## config.mk

```make
export PLATFORM = sky130hd
export DESIGN_NAME = backend_top
export DESIGN_NICKNAME = d
export VERILOG_FILES = /design/src/backend_pkg.sv /design/src/backend_alu.sv /design/src/branch_check.sv /design/src/mem_access_unit.sv /design/src/pipe_ctrl.sv /design/src/operand_read.sv /design/src/backend_pipeline.sv /design/src/backend_top.sv
export VERILOG_INCLUDE_DIRS = /design/src
export SDC_FILE = /design/constraint.sdc
export NUM_CORES = 2
export LEC_CHECK = 0
export BUFFER_PORTS_ARGS = -buffer_cell sky130_fd_sc_hd__buf_4
export CAP_MARGIN = 10
export CORE_ASPECT_RATIO = 1.2
export CORE_UTILIZATION = 60
export DETAILED_ROUTE_END_ITERATION = 7
export PLACE_DENSITY = 0.87
export RECOVER_POWER = 50
export SETUP_SLACK_MARGIN = 0.2
export SYNTH_ARGS = -nofsm -noshare
export SYNTH_HDL_FRONTEND = slang
export SYNTH_HIERARCHICAL = 1
export SYNTH_SLANG_ARGS = --single-unit
```

## constraint.sdc

```tcl
create_clock -name clk -period 5.9 [get_ports clk]
set_input_delay 0.295 -clock clk [delete_from_list [all_inputs] [get_ports clk]]
set_output_delay 0.295 -clock clk [all_outputs]
set_load 0.005 [all_outputs]
```

## src/backend_config.svh

```systemverilog
`ifndef BACKEND_CONFIG_SVH
`define BACKEND_CONFIG_SVH

// Data word and address width
`define BE_XLEN 32

// Architectural register file
`define BE_NREGS 32
`define BE_RADDR_W 5

`endif

```

## src/backend_pkg.sv

```systemverilog
`include "backend_config.svh"

package backend_pkg;

	typedef logic [`BE_XLEN-1:0] word_t;
	typedef logic [`BE_RADDR_W-1:0] reg_addr_t;

	typedef enum logic [3:0] {
		ADD  = 4'd0,
		SUB  = 4'd1,
		AND  = 4'd2,
		OR   = 4'd3,
		XOR  = 4'd4,
		SLT  = 4'd5,
		SLTU = 4'd6,
		SLL  = 4'd7,
		SRL  = 4'd8,
		LDW  = 4'd9,
		STW  = 4'd10,
		BEQ  = 4'd11,
		BNE  = 4'd12,
		BLT  = 4'd13,
		NOP  = 4'd15
	} be_op_e;

	// Control part, travels with the stage valid
	typedef struct packed {
		logic      valid;
		be_op_e    op;
		reg_addr_t rd;
		reg_addr_t rs1;
		reg_addr_t rs2;
		logic      use_imm;
		logic      wr_en;
		logic      predict_taken;
	} ctrl_flow_t;

	typedef struct packed {
		word_t pc;
		word_t imm;
		word_t op_a;
		word_t op_b;
		word_t result;
	} data_flow_t;

	// Decoded instruction as seen on the issue port
	typedef struct packed {
		be_op_e    op;
		reg_addr_t rd;
		reg_addr_t rs1;
		reg_addr_t rs2;
		logic      use_imm;
		logic      wr_en;
		logic      predict_taken;
		word_t     pc;
		word_t     imm;
	} issue_inst_t;

	typedef struct packed {
		word_t addr;
		word_t wdata;
		logic  write;
	} mem_cmd_t;

	typedef struct packed {
		logic      en;
		reg_addr_t addr;
		word_t     data;
	} wb_port_t;

	typedef struct packed {
		logic  valid;
		word_t pc;
		logic  taken;
		word_t target;
		logic  mispredict;
	} bpu_update_t;

	typedef struct packed {
		logic      valid;
		reg_addr_t rd;
		word_t     data;
	} fwd_src_t;

endpackage : backend_pkg

```

## src/backend_alu.sv

```systemverilog
`timescale 1ns/100ps

module backend_alu (
	input  backend_pkg::be_op_e op_i,
	input  backend_pkg::word_t  a_i,
	input  backend_pkg::word_t  b_i,
	output backend_pkg::word_t  result_o
);

	localparam int SHAMT_W = $clog2($bits(backend_pkg::word_t));

	logic [SHAMT_W-1:0] shamt;

	assign shamt = b_i[SHAMT_W-1:0];

	always_comb begin
		result_o = '0;
		case (op_i)
			backend_pkg::SUB: begin
				result_o = a_i - b_i;
			end
			backend_pkg::AND: begin
				result_o = a_i & b_i;
			end
			backend_pkg::OR: begin
				result_o = a_i | b_i;
			end
			backend_pkg::XOR: begin
				result_o = a_i ^ b_i;
			end
			backend_pkg::SLT: begin
				result_o[0] = $signed(a_i) < $signed(b_i);
			end
			backend_pkg::SLTU: begin
				result_o[0] = a_i < b_i;
			end
			backend_pkg::SLL: begin
				result_o = a_i << shamt;
			end
			backend_pkg::SRL: begin
				result_o = a_i >> shamt;
			end
			// ADD, and the effective address for LDW and STW
			default: begin
				result_o = a_i + b_i;
			end
		endcase
	end

endmodule : backend_alu

```

## src/branch_check.sv

```systemverilog
`timescale 1ns/100ps

module branch_check (
	input  backend_pkg::ctrl_flow_t  ctrl_i,
	input  backend_pkg::data_flow_t  data_i,
	output backend_pkg::bpu_update_t bpu_update_o
);

	logic is_branch;
	logic taken;

	assign is_branch = ctrl_i.op inside {backend_pkg::BEQ, backend_pkg::BNE, backend_pkg::BLT};

	always_comb begin
		case (ctrl_i.op)
			backend_pkg::BEQ: begin
				taken = data_i.op_a == data_i.op_b;
			end
			backend_pkg::BNE: begin
				taken = data_i.op_a != data_i.op_b;
			end
			backend_pkg::BLT: begin
				taken = $signed(data_i.op_a) < $signed(data_i.op_b);
			end
			default: begin
				taken = 1'b0;
			end
		endcase
	end

	// Target is always pc relative
	always_comb begin
		bpu_update_o.valid      = ctrl_i.valid & is_branch;
		bpu_update_o.pc         = data_i.pc;
		bpu_update_o.taken      = taken;
		bpu_update_o.target     = data_i.pc + data_i.imm;
		bpu_update_o.mispredict = taken != ctrl_i.predict_taken;
	end

endmodule : branch_check

```

## src/mem_access_unit.sv

```systemverilog
`timescale 1ns/100ps

module mem_access_unit (
	input  logic                    clk,
	input  logic                    rst_n,
	input  backend_pkg::ctrl_flow_t ctrl_i,
	input  backend_pkg::word_t      addr_i,
	input  backend_pkg::word_t      wdata_i,
	output logic                    mem_req_o,
	input  logic                    mem_ack_i,
	output backend_pkg::mem_cmd_t   mem_cmd_o,
	input  backend_pkg::word_t      mem_rdata_i,
	output backend_pkg::word_t      rdata_o,
	output logic                    busy_o
);

	typedef enum logic [1:0] {
		IDLE,
		REQ,
		WAIT_ACK_LOW,
		DONE
	} mau_state_e;

	mau_state_e state;
	logic mem_op;
	backend_pkg::word_t rdata_q;

	assign mem_op = ctrl_i.valid && (ctrl_i.op inside {backend_pkg::LDW, backend_pkg::STW});

	always_ff @(posedge clk) begin
		if (!rst_n) begin
			state <= IDLE;
		end else begin
			case (state)
				IDLE: begin
					if (mem_op) begin
						state <= REQ;
					end
				end
				REQ: begin
					// Ack seen, drop req next cycle
					if (mem_ack_i) begin
						state <= WAIT_ACK_LOW;
					end
				end
				WAIT_ACK_LOW: begin
					if (!mem_ack_i) begin
						state <= DONE;
					end
				end
				// Instruction leaves M2 on this edge
				default: begin
					state <= IDLE;
				end
			endcase
		end
	end

	// Read data only valid while ack is high
	always_ff @(posedge clk) begin
		if (state == REQ && mem_ack_i) begin
			rdata_q <= mem_rdata_i;
		end
	end

	assign mem_req_o = state == REQ;
	assign busy_o    = mem_op && state != DONE;
	assign rdata_o   = rdata_q;

	// Command is held stable by the stalled M2 registers
	always_comb begin
		mem_cmd_o.addr  = addr_i;
		mem_cmd_o.wdata = wdata_i;
		mem_cmd_o.write = ctrl_i.op == backend_pkg::STW;
	end

endmodule : mem_access_unit

```

## src/pipe_ctrl.sv

```systemverilog
`timescale 1ns/100ps

module pipe_ctrl (
	input  logic                     issue_i,
	input  backend_pkg::issue_inst_t issue_inst_i,
	input  backend_pkg::ctrl_flow_t  ex_ctrl_i,
	input  backend_pkg::ctrl_flow_t  m1_ctrl_i,
	input  backend_pkg::ctrl_flow_t  m2_ctrl_i,
	input  logic                     mem_busy_i,
	output logic [2:0]               stall_vec_o,
	output logic [2:0]               clr_vec_o,
	output logic                     issue_stall_o
);

	logic uses_rs2;
	logic load_use;

	function automatic logic load_hit(input backend_pkg::ctrl_flow_t c,
			input backend_pkg::issue_inst_t inst, input logic chk_rs2);
		logic is_load;
		is_load = c.valid && c.op == backend_pkg::LDW && c.rd != '0;
		return is_load && (c.rd == inst.rs1 || (chk_rs2 && c.rd == inst.rs2));
	endfunction

	// Stores read rs2 as data even with an immediate
	assign uses_rs2 = !issue_inst_i.use_imm || issue_inst_i.op == backend_pkg::STW;

	assign load_use = load_hit(ex_ctrl_i, issue_inst_i, uses_rs2)
		|| load_hit(m1_ctrl_i, issue_inst_i, uses_rs2)
		|| load_hit(m2_ctrl_i, issue_inst_i, uses_rs2);

	assign stall_vec_o   = {3{mem_busy_i}};
	assign issue_stall_o = mem_busy_i || (issue_i && load_use);

	// Bubble goes into the stage after the highest stalled one
	always_comb begin
		clr_vec_o[2] = stall_vec_o[2];
		for (int i = 0; i < 2; i++) begin
			clr_vec_o[i] = stall_vec_o[i] & ~stall_vec_o[i+1];
		end
	end

endmodule : pipe_ctrl

```

## src/operand_read.sv

```systemverilog
`timescale 1ns/100ps
`include "backend_config.svh"

module operand_read (
	input  logic                         clk,
	input  logic                         rst_n,
	input  backend_pkg::issue_inst_t     issue_inst_i,
	input  backend_pkg::fwd_src_t [3:0]  fwd_i,
	input  backend_pkg::wb_port_t        wb_i,
	output backend_pkg::word_t           op_a_o,
	output backend_pkg::word_t           op_b_o
);

	backend_pkg::word_t regs [`BE_NREGS];
	backend_pkg::word_t rs1_val;
	backend_pkg::word_t rs2_val;

	// Index 0 is EX, the youngest, so it is applied last
	function automatic backend_pkg::word_t read_reg(input backend_pkg::reg_addr_t addr,
			input backend_pkg::word_t file_val, input backend_pkg::fwd_src_t [3:0] fwd);
		backend_pkg::word_t val;
		val = file_val;
		for (int i = 3; i >= 0; i--) begin
			if (fwd[i].valid && fwd[i].rd == addr) begin
				val = fwd[i].data;
			end
		end
		if (addr == '0) begin
			val = '0;
		end
		return val;
	endfunction

	always_ff @(posedge clk) begin
		if (!rst_n) begin
			for (int i = 0; i < `BE_NREGS; i++) begin
				regs[i] <= '0;
			end
		end else if (wb_i.en && wb_i.addr != '0) begin
			regs[wb_i.addr] <= wb_i.data;
		end
	end

	assign rs1_val = read_reg(issue_inst_i.rs1, regs[issue_inst_i.rs1], fwd_i);
	assign rs2_val = read_reg(issue_inst_i.rs2, regs[issue_inst_i.rs2], fwd_i);

	assign op_a_o = rs1_val;
	assign op_b_o = (issue_inst_i.use_imm && issue_inst_i.op != backend_pkg::STW) ?
		issue_inst_i.imm : rs2_val;

endmodule : operand_read

```

## src/backend_pipeline.sv

```systemverilog
`timescale 1ns/100ps

module backend_pipeline (
	input  logic                         clk,
	input  logic                         rst_n,
	input  logic [2:0]                   stall_vec_i,
	input  logic [2:0]                   clr_vec_i,
	input  logic                         issue_i,
	input  backend_pkg::issue_inst_t     issue_inst_i,
	input  backend_pkg::word_t           op_a_i,
	input  backend_pkg::word_t           op_b_i,
	output backend_pkg::ctrl_flow_t      ex_ctrl_o,
	output backend_pkg::ctrl_flow_t      m1_ctrl_o,
	output backend_pkg::ctrl_flow_t      m2_ctrl_o,
	output logic                         mem_busy_o,
	output backend_pkg::fwd_src_t [3:0]  fwd_o,
	output backend_pkg::wb_port_t        wb_o,
	output backend_pkg::bpu_update_t     bpu_update_o,
	output logic                         mem_req_o,
	input  logic                         mem_ack_i,
	output backend_pkg::mem_cmd_t        mem_cmd_o,
	input  backend_pkg::word_t           mem_rdata_i
);

	backend_pkg::ctrl_flow_t issue_ctrl;
	backend_pkg::ctrl_flow_t ex_ctrl, m1_ctrl, m2_ctrl, wb_ctrl;
	backend_pkg::data_flow_t issue_data;
	backend_pkg::data_flow_t ex_data, ex_data_res, m1_data, m2_data, wb_data;
	backend_pkg::word_t alu_b;
	backend_pkg::word_t alu_result;
	backend_pkg::word_t load_data;
	backend_pkg::bpu_update_t bc_update;
	logic ex_is_mem;
	logic m2_is_load;

	// Loads publish their value only from WB
	function automatic backend_pkg::fwd_src_t alu_fwd(input backend_pkg::ctrl_flow_t c,
			input backend_pkg::word_t d);
		backend_pkg::fwd_src_t f;
		f.valid = c.valid && c.wr_en && c.op != backend_pkg::LDW;
		f.rd    = c.rd;
		f.data  = d;
		return f;
	endfunction

	always_comb begin
		issue_ctrl.valid         = issue_i;
		issue_ctrl.op            = issue_inst_i.op;
		issue_ctrl.rd            = issue_inst_i.rd;
		issue_ctrl.rs1           = issue_inst_i.rs1;
		issue_ctrl.rs2           = issue_inst_i.rs2;
		issue_ctrl.use_imm       = issue_inst_i.use_imm;
		issue_ctrl.wr_en         = issue_inst_i.wr_en;
		issue_ctrl.predict_taken = issue_inst_i.predict_taken;
		issue_data.pc     = issue_inst_i.pc;
		issue_data.imm    = issue_inst_i.imm;
		issue_data.op_a   = op_a_i;
		issue_data.op_b   = op_b_i;
		issue_data.result = '0;
	end

	// Control registers, cleared by reset and by the clear vector
	always_ff @(posedge clk) begin
		if (!rst_n) begin
			ex_ctrl <= '0;
		end else if (!stall_vec_i[0]) begin
			ex_ctrl <= issue_ctrl;
		end
	end
	always_ff @(posedge clk) begin
		if (!rst_n) begin
			m1_ctrl <= '0;
		end else if (!stall_vec_i[1]) begin
			m1_ctrl <= clr_vec_i[0] ? '0 : ex_ctrl;
		end
	end
	always_ff @(posedge clk) begin
		if (!rst_n) begin
			m2_ctrl <= '0;
		end else if (!stall_vec_i[2]) begin
			m2_ctrl <= clr_vec_i[1] ? '0 : m1_ctrl;
		end
	end
	always_ff @(posedge clk) begin
		if (!rst_n) begin
			wb_ctrl <= '0;
		end else begin
			wb_ctrl <= clr_vec_i[2] ? '0 : m2_ctrl;
		end
	end

	// Data registers follow the same stalls
	always_ff @(posedge clk) begin
		if (!stall_vec_i[0]) begin
			ex_data <= issue_data;
		end
		if (!stall_vec_i[1]) begin
			m1_data <= ex_data_res;
		end
		if (!stall_vec_i[2]) begin
			m2_data <= m1_data;
		end
		wb_data        <= m2_data;
		wb_data.result <= m2_is_load ? load_data : m2_data.result;
	end

	// Address generation uses the immediate, op_b stays the store data
	assign ex_is_mem = ex_ctrl.op inside {backend_pkg::LDW, backend_pkg::STW};
	assign alu_b     = ex_is_mem ? ex_data.imm : ex_data.op_b;

	backend_alu i_backend_alu (
		.op_i    (ex_ctrl.op),
		.a_i     (ex_data.op_a),
		.b_i     (alu_b),
		.result_o(alu_result)
	);

	always_comb begin
		ex_data_res        = ex_data;
		ex_data_res.result = alu_result;
	end

	branch_check i_branch_check (
		.ctrl_i      (ex_ctrl),
		.data_i      (ex_data),
		.bpu_update_o(bc_update)
	);

	// Report once, on the cycle the branch leaves EX
	always_comb begin
		bpu_update_o       = bc_update;
		bpu_update_o.valid = bc_update.valid & ~stall_vec_i[0];
	end

	assign m2_is_load = m2_ctrl.op == backend_pkg::LDW;

	mem_access_unit i_mem_access_unit (
		.clk        (clk),
		.rst_n      (rst_n),
		.ctrl_i     (m2_ctrl),
		.addr_i     (m2_data.result),
		.wdata_i    (m2_data.op_b),
		.mem_req_o  (mem_req_o),
		.mem_ack_i  (mem_ack_i),
		.mem_cmd_o  (mem_cmd_o),
		.mem_rdata_i(mem_rdata_i),
		.rdata_o    (load_data),
		.busy_o     (mem_busy_o)
	);

	always_comb begin
		fwd_o[0]       = alu_fwd(ex_ctrl, alu_result);
		fwd_o[1]       = alu_fwd(m1_ctrl, m1_data.result);
		fwd_o[2]       = alu_fwd(m2_ctrl, m2_data.result);
		fwd_o[3].valid = wb_ctrl.valid && wb_ctrl.wr_en;
		fwd_o[3].rd    = wb_ctrl.rd;
		fwd_o[3].data  = wb_data.result;
	end

	always_comb begin
		wb_o.en   = wb_ctrl.valid && wb_ctrl.wr_en;
		wb_o.addr = wb_ctrl.rd;
		wb_o.data = wb_data.result;
	end

	assign ex_ctrl_o = ex_ctrl;
	assign m1_ctrl_o = m1_ctrl;
	assign m2_ctrl_o = m2_ctrl;

endmodule : backend_pipeline

```

## src/backend_top.sv

```systemverilog
`timescale 1ns/100ps

module backend_top (
	input  logic                     clk,
	input  logic                     rst_n,
	input  logic                     issue_i,
	input  backend_pkg::issue_inst_t issue_inst_i,
	output logic                     issue_stall_o,
	output logic                     mem_req_o,
	input  logic                     mem_ack_i,
	output backend_pkg::mem_cmd_t    mem_cmd_o,
	input  backend_pkg::word_t       mem_rdata_i,
	output backend_pkg::wb_port_t    wb_o,
	output backend_pkg::bpu_update_t bpu_update_o
);

	logic [2:0] stall_vec;
	logic [2:0] clr_vec;
	logic mem_busy;
	logic issue_accept;
	backend_pkg::word_t op_a, op_b;
	backend_pkg::fwd_src_t [3:0] fwd;
	backend_pkg::ctrl_flow_t ex_ctrl, m1_ctrl, m2_ctrl;

	// Interlocked issue turns into a bubble in EX
	assign issue_accept = issue_i & ~issue_stall_o;

	operand_read i_operand_read (
		.clk         (clk),
		.rst_n       (rst_n),
		.issue_inst_i(issue_inst_i),
		.fwd_i       (fwd),
		.wb_i        (wb_o),
		.op_a_o      (op_a),
		.op_b_o      (op_b)
	);

	pipe_ctrl i_pipe_ctrl (
		.issue_i      (issue_i),
		.issue_inst_i (issue_inst_i),
		.ex_ctrl_i    (ex_ctrl),
		.m1_ctrl_i    (m1_ctrl),
		.m2_ctrl_i    (m2_ctrl),
		.mem_busy_i   (mem_busy),
		.stall_vec_o  (stall_vec),
		.clr_vec_o    (clr_vec),
		.issue_stall_o(issue_stall_o)
	);

	backend_pipeline i_backend_pipeline (
		.clk         (clk),
		.rst_n       (rst_n),
		.stall_vec_i (stall_vec),
		.clr_vec_i   (clr_vec),
		.issue_i     (issue_accept),
		.issue_inst_i(issue_inst_i),
		.op_a_i      (op_a),
		.op_b_i      (op_b),
		.ex_ctrl_o   (ex_ctrl),
		.m1_ctrl_o   (m1_ctrl),
		.m2_ctrl_o   (m2_ctrl),
		.mem_busy_o  (mem_busy),
		.fwd_o       (fwd),
		.wb_o        (wb_o),
		.bpu_update_o(bpu_update_o),
		.mem_req_o   (mem_req_o),
		.mem_ack_i   (mem_ack_i),
		.mem_cmd_o   (mem_cmd_o),
		.mem_rdata_i (mem_rdata_i)
	);

endmodule : backend_top

```

After elaboration in Yosys (flattened, before gate mapping)
Memory sizes are Yosys's and may differ from the RTL's.
Index checks and enable logic that the tools add are counted.
{"block": "word_totals", "reg_bits": 363, "ramBits": 1024, "input_bits": 122, "word_cells": 164, "mem_count": 1}
{"block": "op_classes", "addsub": 3, "order_cmp": 3, "eq_ne": 38, "shifts": 2, "n_mux": 26, "bitwise_logic": 9, "reduce_logical": 55}
{"name": "i_operand_read.regs", "words": 32, "width": 32, "read_ports": 2, "rd_clocked_by_memory_dff": 0, "wr": 32, "line": "operand_read.sv:14", "text": "backend_pkg::word_t regs [`BE_NREGS];"}
{"cell": "$mux W32", "n": 13}
{"cell": "$pmux W31 S7", "n": 1}
{"cell": "$lt A32 B32 Y1", "n": 3}
{"cell": "$add A32 B32 Y32", "n": 2}
{"cell": "$eq A4 B4 Y1 const B", "n": 10}
{"cell": "$eq A5 B5 Y1", "n": 8}
{"cell": "$logic_and A1 B1 Y1", "n": 33}
{"cell": "$and A32 B32 Y32", "n": 1}
{"cell": "$eq A32 B32 Y1", "n": 1}
{"cell": "$ne A32 B32 Y1", "n": 1}
{"cell": "$or A32 B32 Y32", "n": 1}
{"cell": "$reduce_or A32 Y1", "n": 1}
{"cell": "$shl A32 B5 Y32", "n": 1}
{"cell": "$shr A32 B5 Y32", "n": 1}
{"cell": "$sub A32 B32 Y32", "n": 1}
{"cell": "$xor A32 B32 Y32", "n": 1}
{"cell": "$reduce_bool A5 Y1", "n": 4}
{"cell": "$eq A4 B3 Y1 const B", "n": 4}
{"cell": "$ne A4 B4 Y1 const B", "n": 4}
{"cell": "$logic_not A5 Y1", "n": 2}
{"cell": "$eq A4 B2 Y1 const B", "n": 2}
{"cell": "$pmux W1 S8", "n": 1}
{"cell": "$logic_or A1 B1 Y1", "n": 7}
{"cell": "$mux W2", "n": 3}
{"cell": "18 further kinds", "n": 30}

Logic depth before layout (Yosys ltp)
{"block": "depth", "word_depth": 11, "ltp_mapped": 22}

Modules after synthesis
Netlist, hierarchy kept.
{"mod": "operand_read", "instances": 1, "cells_each": 3826, "area_each_um2": 56825.8}
{"mod": "backend_pipeline", "instances": 1, "cells_each": 779, "area_each_um2": 13093.8}
{"mod": "backend_alu", "instances": 1, "cells_each": 1205, "area_each_um2": 7825.0}
{"mod": "branch_check", "instances": 1, "cells_each": 383, "area_each_um2": 2750.1}
{"mod": "mem_access_unit", "instances": 1, "cells_each": 120, "area_each_um2": 1655.3}
{"mod": "pipe_ctrl", "instances": 1, "cells_each": 64, "area_each_um2": 500.5}
{"mod": "backend_top", "instances": 1, "cells_each": 1, "area_each_um2": 13.8}

Worst setup path after synthesis
Ideal clock, no wire load.
{"block": "synth_path", "path_type": "reg2reg", "start": "register i_backend_pipeline/ex_ctrl_o[19] (netlist name)", "end": "register i_backend_pipeline/ex_data[56] (netlist bit), data pin", "setup_ps": 271, "t_arrival_ps": 5105, "path_slack_ps": 524, "stages_incl_launch_ff": 23, "path_cell_list": "dfxtp_1 xor2_1 nand2_2 buf_6 mux2_4 clkbuf_1 clkinv_1 buf_1 clkbuf_1 buf_2 ha_1 nand2b_1 a21oi_1 a21oi_1 o21bai_1 a31o_2 a21oi_1 o31ai_1 a21o_1 a221o_1 a221o_1 a22oi_1 o211ai_1"}
{"element": "to (signal assigned)", "line": "backend_pipeline.sv:95", "text": "ex_data <= issue_data;"}
{"element": "to (decl)", "line": "backend_pipeline.sv:28", "text": "backend_pkg::data_flow_t ex_data, ex_data_res, m1_data, m2_data, wb_data;"}

==> results.sh <==
export IMPL_status="finished with violations"
export IMPL_failed_checks="design-rule violations, max-capacitance violations, max-slew violations"
export IMPL_worstPathRequired_ns=6.55
export IMPL_path_max_fanout=32
export IMPL_mostFrequentLayoutCells="edfxtp_1, and2_1, mux4_2, and2_0, buf_4"
export IMPL_drt_antenna_violating_nets=0
export IMPL_worstPathArrival_ns=6.30
export IMPL_grt_antenna_before_repair=20
export IMPL_mostFrequentLayoutCell="edfxtp_1"
export IMPL_cts_buffer_depth=3
export IMPL_synth_cells=6256
export IMPL_viasPerCell=7.514
export IMPL_max_freq_mhz=177.0
export IMPL_rsz0062_at_grt="false"
export IMPL_clkLatencyLatePin_ns=0.82
export IMPL_grt_max_degree=122
export IMPL_cp_slowest_cell="nor2_1"
export IMPL_dieArea_um2=137100
export IMPL_area_delta_synth_final_pct=9.418
export IMPL_wl_um=303800
export IMPL_finalHoldViolCount=0
export IMPL_wl_per_cell_um=37.20
export IMPL_drcViolationCount=21
export IMPL_crit_family="simple AND/OR/NAND/NOR gates"
export IMPL_fin_crit_sh_pct=95.76
export IMPL_ioPinCount=294
export IMPL_yosysWarnings=6
export IMPL_worstPathCellList="and2_0 > nand4_1 > clkbuf_1 > nor2_1 > and2_1"
export IMPL_gp_congestion=1.090
export IMPL_avgSynthCellArea_um2=13.01
export IMPL_htreeDepth=4
export IMPL_syn_area_um2=81370
export IMPL_power_density_nw_per_um2=310.5
export IMPL_maxSlewHeadroom_pct=-160.4
export IMPL_fin_tns_setup_ns=0
export IMPL_tritoncts="done"
export IMPL_slew_viol_final=1949
export IMPL_cts_root_buf="clkbuf_16"
export IMPL_utilization_pct=66.40
export IMPL_dp_cells=7793
export IMPL_period_needed_ns=5.650
export IMPL_critical_path_class="register to register"
export IMPL_grt_pass1_vias=61751
export IMPL_startpoint_type="register"
export IMPL_initial_utilization_pct=60.69
export IMPL_drt_initial_drc_count=10529
export IMPL_die_w_um=338.2
export IMPL_setup_violations=0
export IMPL_core_area_um2=134100
export IMPL_grt_ovfl_total=0
export IMPL_dieHeight_um=405.4
export IMPL_crit_buf_inv=1
export IMPL_tightest_slew_ns=3.891
export IMPL_final_net_count=6549
export IMPL_firstDrtPassIters=8
export IMPL_max_stage_delay_ns=3.08
export IMPL_numClockSinks=1387
export IMPL_port_buffers=293
export IMPL_track_usage_pct=43.99
export IMPL_end_kind="register"
export IMPL_fin_hold_ws_ns=0.2269
export IMPL_stdcell_count=8167
export IMPL_cap_violations=61
export IMPL_clock_skew_ns=0.04569
export IMPL_hpwlAfterDp_um=192500
export IMPL_drive_gt1_share_pct=21.01
export IMPL_cts_inserted_buffers=140
export IMPL_placementRows=147
export IMPL_path_clk_slew_ns=0.06
export IMPL_vias=61363
export IMPL_p_leak_nw=32.72
export IMPL_ir_drop_uv=307.6
export IMPL_hp_class="input port to register"
export IMPL_grt_first_pass_wirelength_um=431000
state kept, by name, indices dropped and copies added, names as in the netlist:
| register | count |
|---|---|
| i_backend_pipeline/ex_data | 128 |
| i_backend_pipeline/fwd_o | 111 |
| i_backend_pipeline/ex_ctrl_o | 12 |
| i_operand_read/regs | 1024 |
| i_backend_pipeline/m1_data | 32 |
| i_backend_pipeline/wb_ctrl | 2 |
| i_backend_pipeline/m1_ctrl_o | 6 |
| i_backend_pipeline/i_mem_access_unit/rdata_o | 32 |
| i_backend_pipeline/m2_ctrl_o | 6 |
| i_backend_pipeline/m2_data | 32 |
| i_backend_pipeline/i_mem_access_unit/state | 2 |
what timing repair did:
| item | CTS | global route |
|---|---|---|
| endpoints found under the hold margin | 141 | 0 |
| hold buffers | 109 | 0 |
| resized for setup | 0 | 0 |
| setup buffers | 0 | 0 |
| setup endpoints to repair | 0 | 0 |
power breakdown:
part / switching (W) / internal (W) / total [W] / leakage, nW
registers: 0.000769 / 0.0115 / 0.0123 / 14.2
logic: 0.00423 / 0.00216 / 0.00639 / 16.3
clock network: 0.00404 / 0.00491 / 0.00895 / 2.19
layer usage:
layer	track usage, %	up-vias	part of all wire (%)
met5	0	-	0.034
met4	41.14	14	12
met3	13.46	2038	14
met2	67.79	6218	45
met1	48.87	29475	29
li1	-	23618	-
final cells by class:
class                      count  area [µm²]
timing repair buffer         608        4472
antenna                       16       40.04
tap                         1788        2237
fill                        8835       45050
multi-input combinational   3971       36350
sequential                  1387       40900
clock inverter                76       669.4
inverter                     151       573.1
clock buffer                 170        3794
worst register-to-register path: cells and delay by family (launching register included):
family                 cells  cell delay [ns]
AND/OR/NAND/NOR            4             4.48
flip-flops                 1             0.32
buffers and inverters      1             0.70
path summary, 6_finish.rpt:
| kind | cells after the start | startpoint | slack [ns] | endpoint |
|---|---|---|---|---|
| hold reg to reg | 0 | i_backend_pipeline/m1_data[38] | 0.41 | i_backend_pipeline/m2_data[38] |
| hold / removal | 2 | mem_rdata_i[25] | 0.23 | i_backend_pipeline/i_mem_access_unit/rdata_o[25] |
| setup reg to reg | 5 | i_backend_pipeline/wb_ctrl[1] | 0.25 | i_operand_read/regs[7][14] |
| setup / recovery | 5 | i_backend_pipeline/wb_ctrl[1] | 0.25 | i_operand_read/regs[7][14] |
stage by stage:
stage / area (µm²) / power [W] / setup slack, ns
after global routing: 89000 / 0.02815 / 0.2591
after detailed placement: 83990 / 0.01846 / 0.6745
after CTS: 89550 / 0.02726 / 0.6712
final: 89030 / 0.02765 / 0.2504
after global placement: 83990 / 0.01833 / 0.7106
after floorplan: 81490 / 0.01616 / 0.5236
No activity file was read; power rests on OpenSTA's default activity.
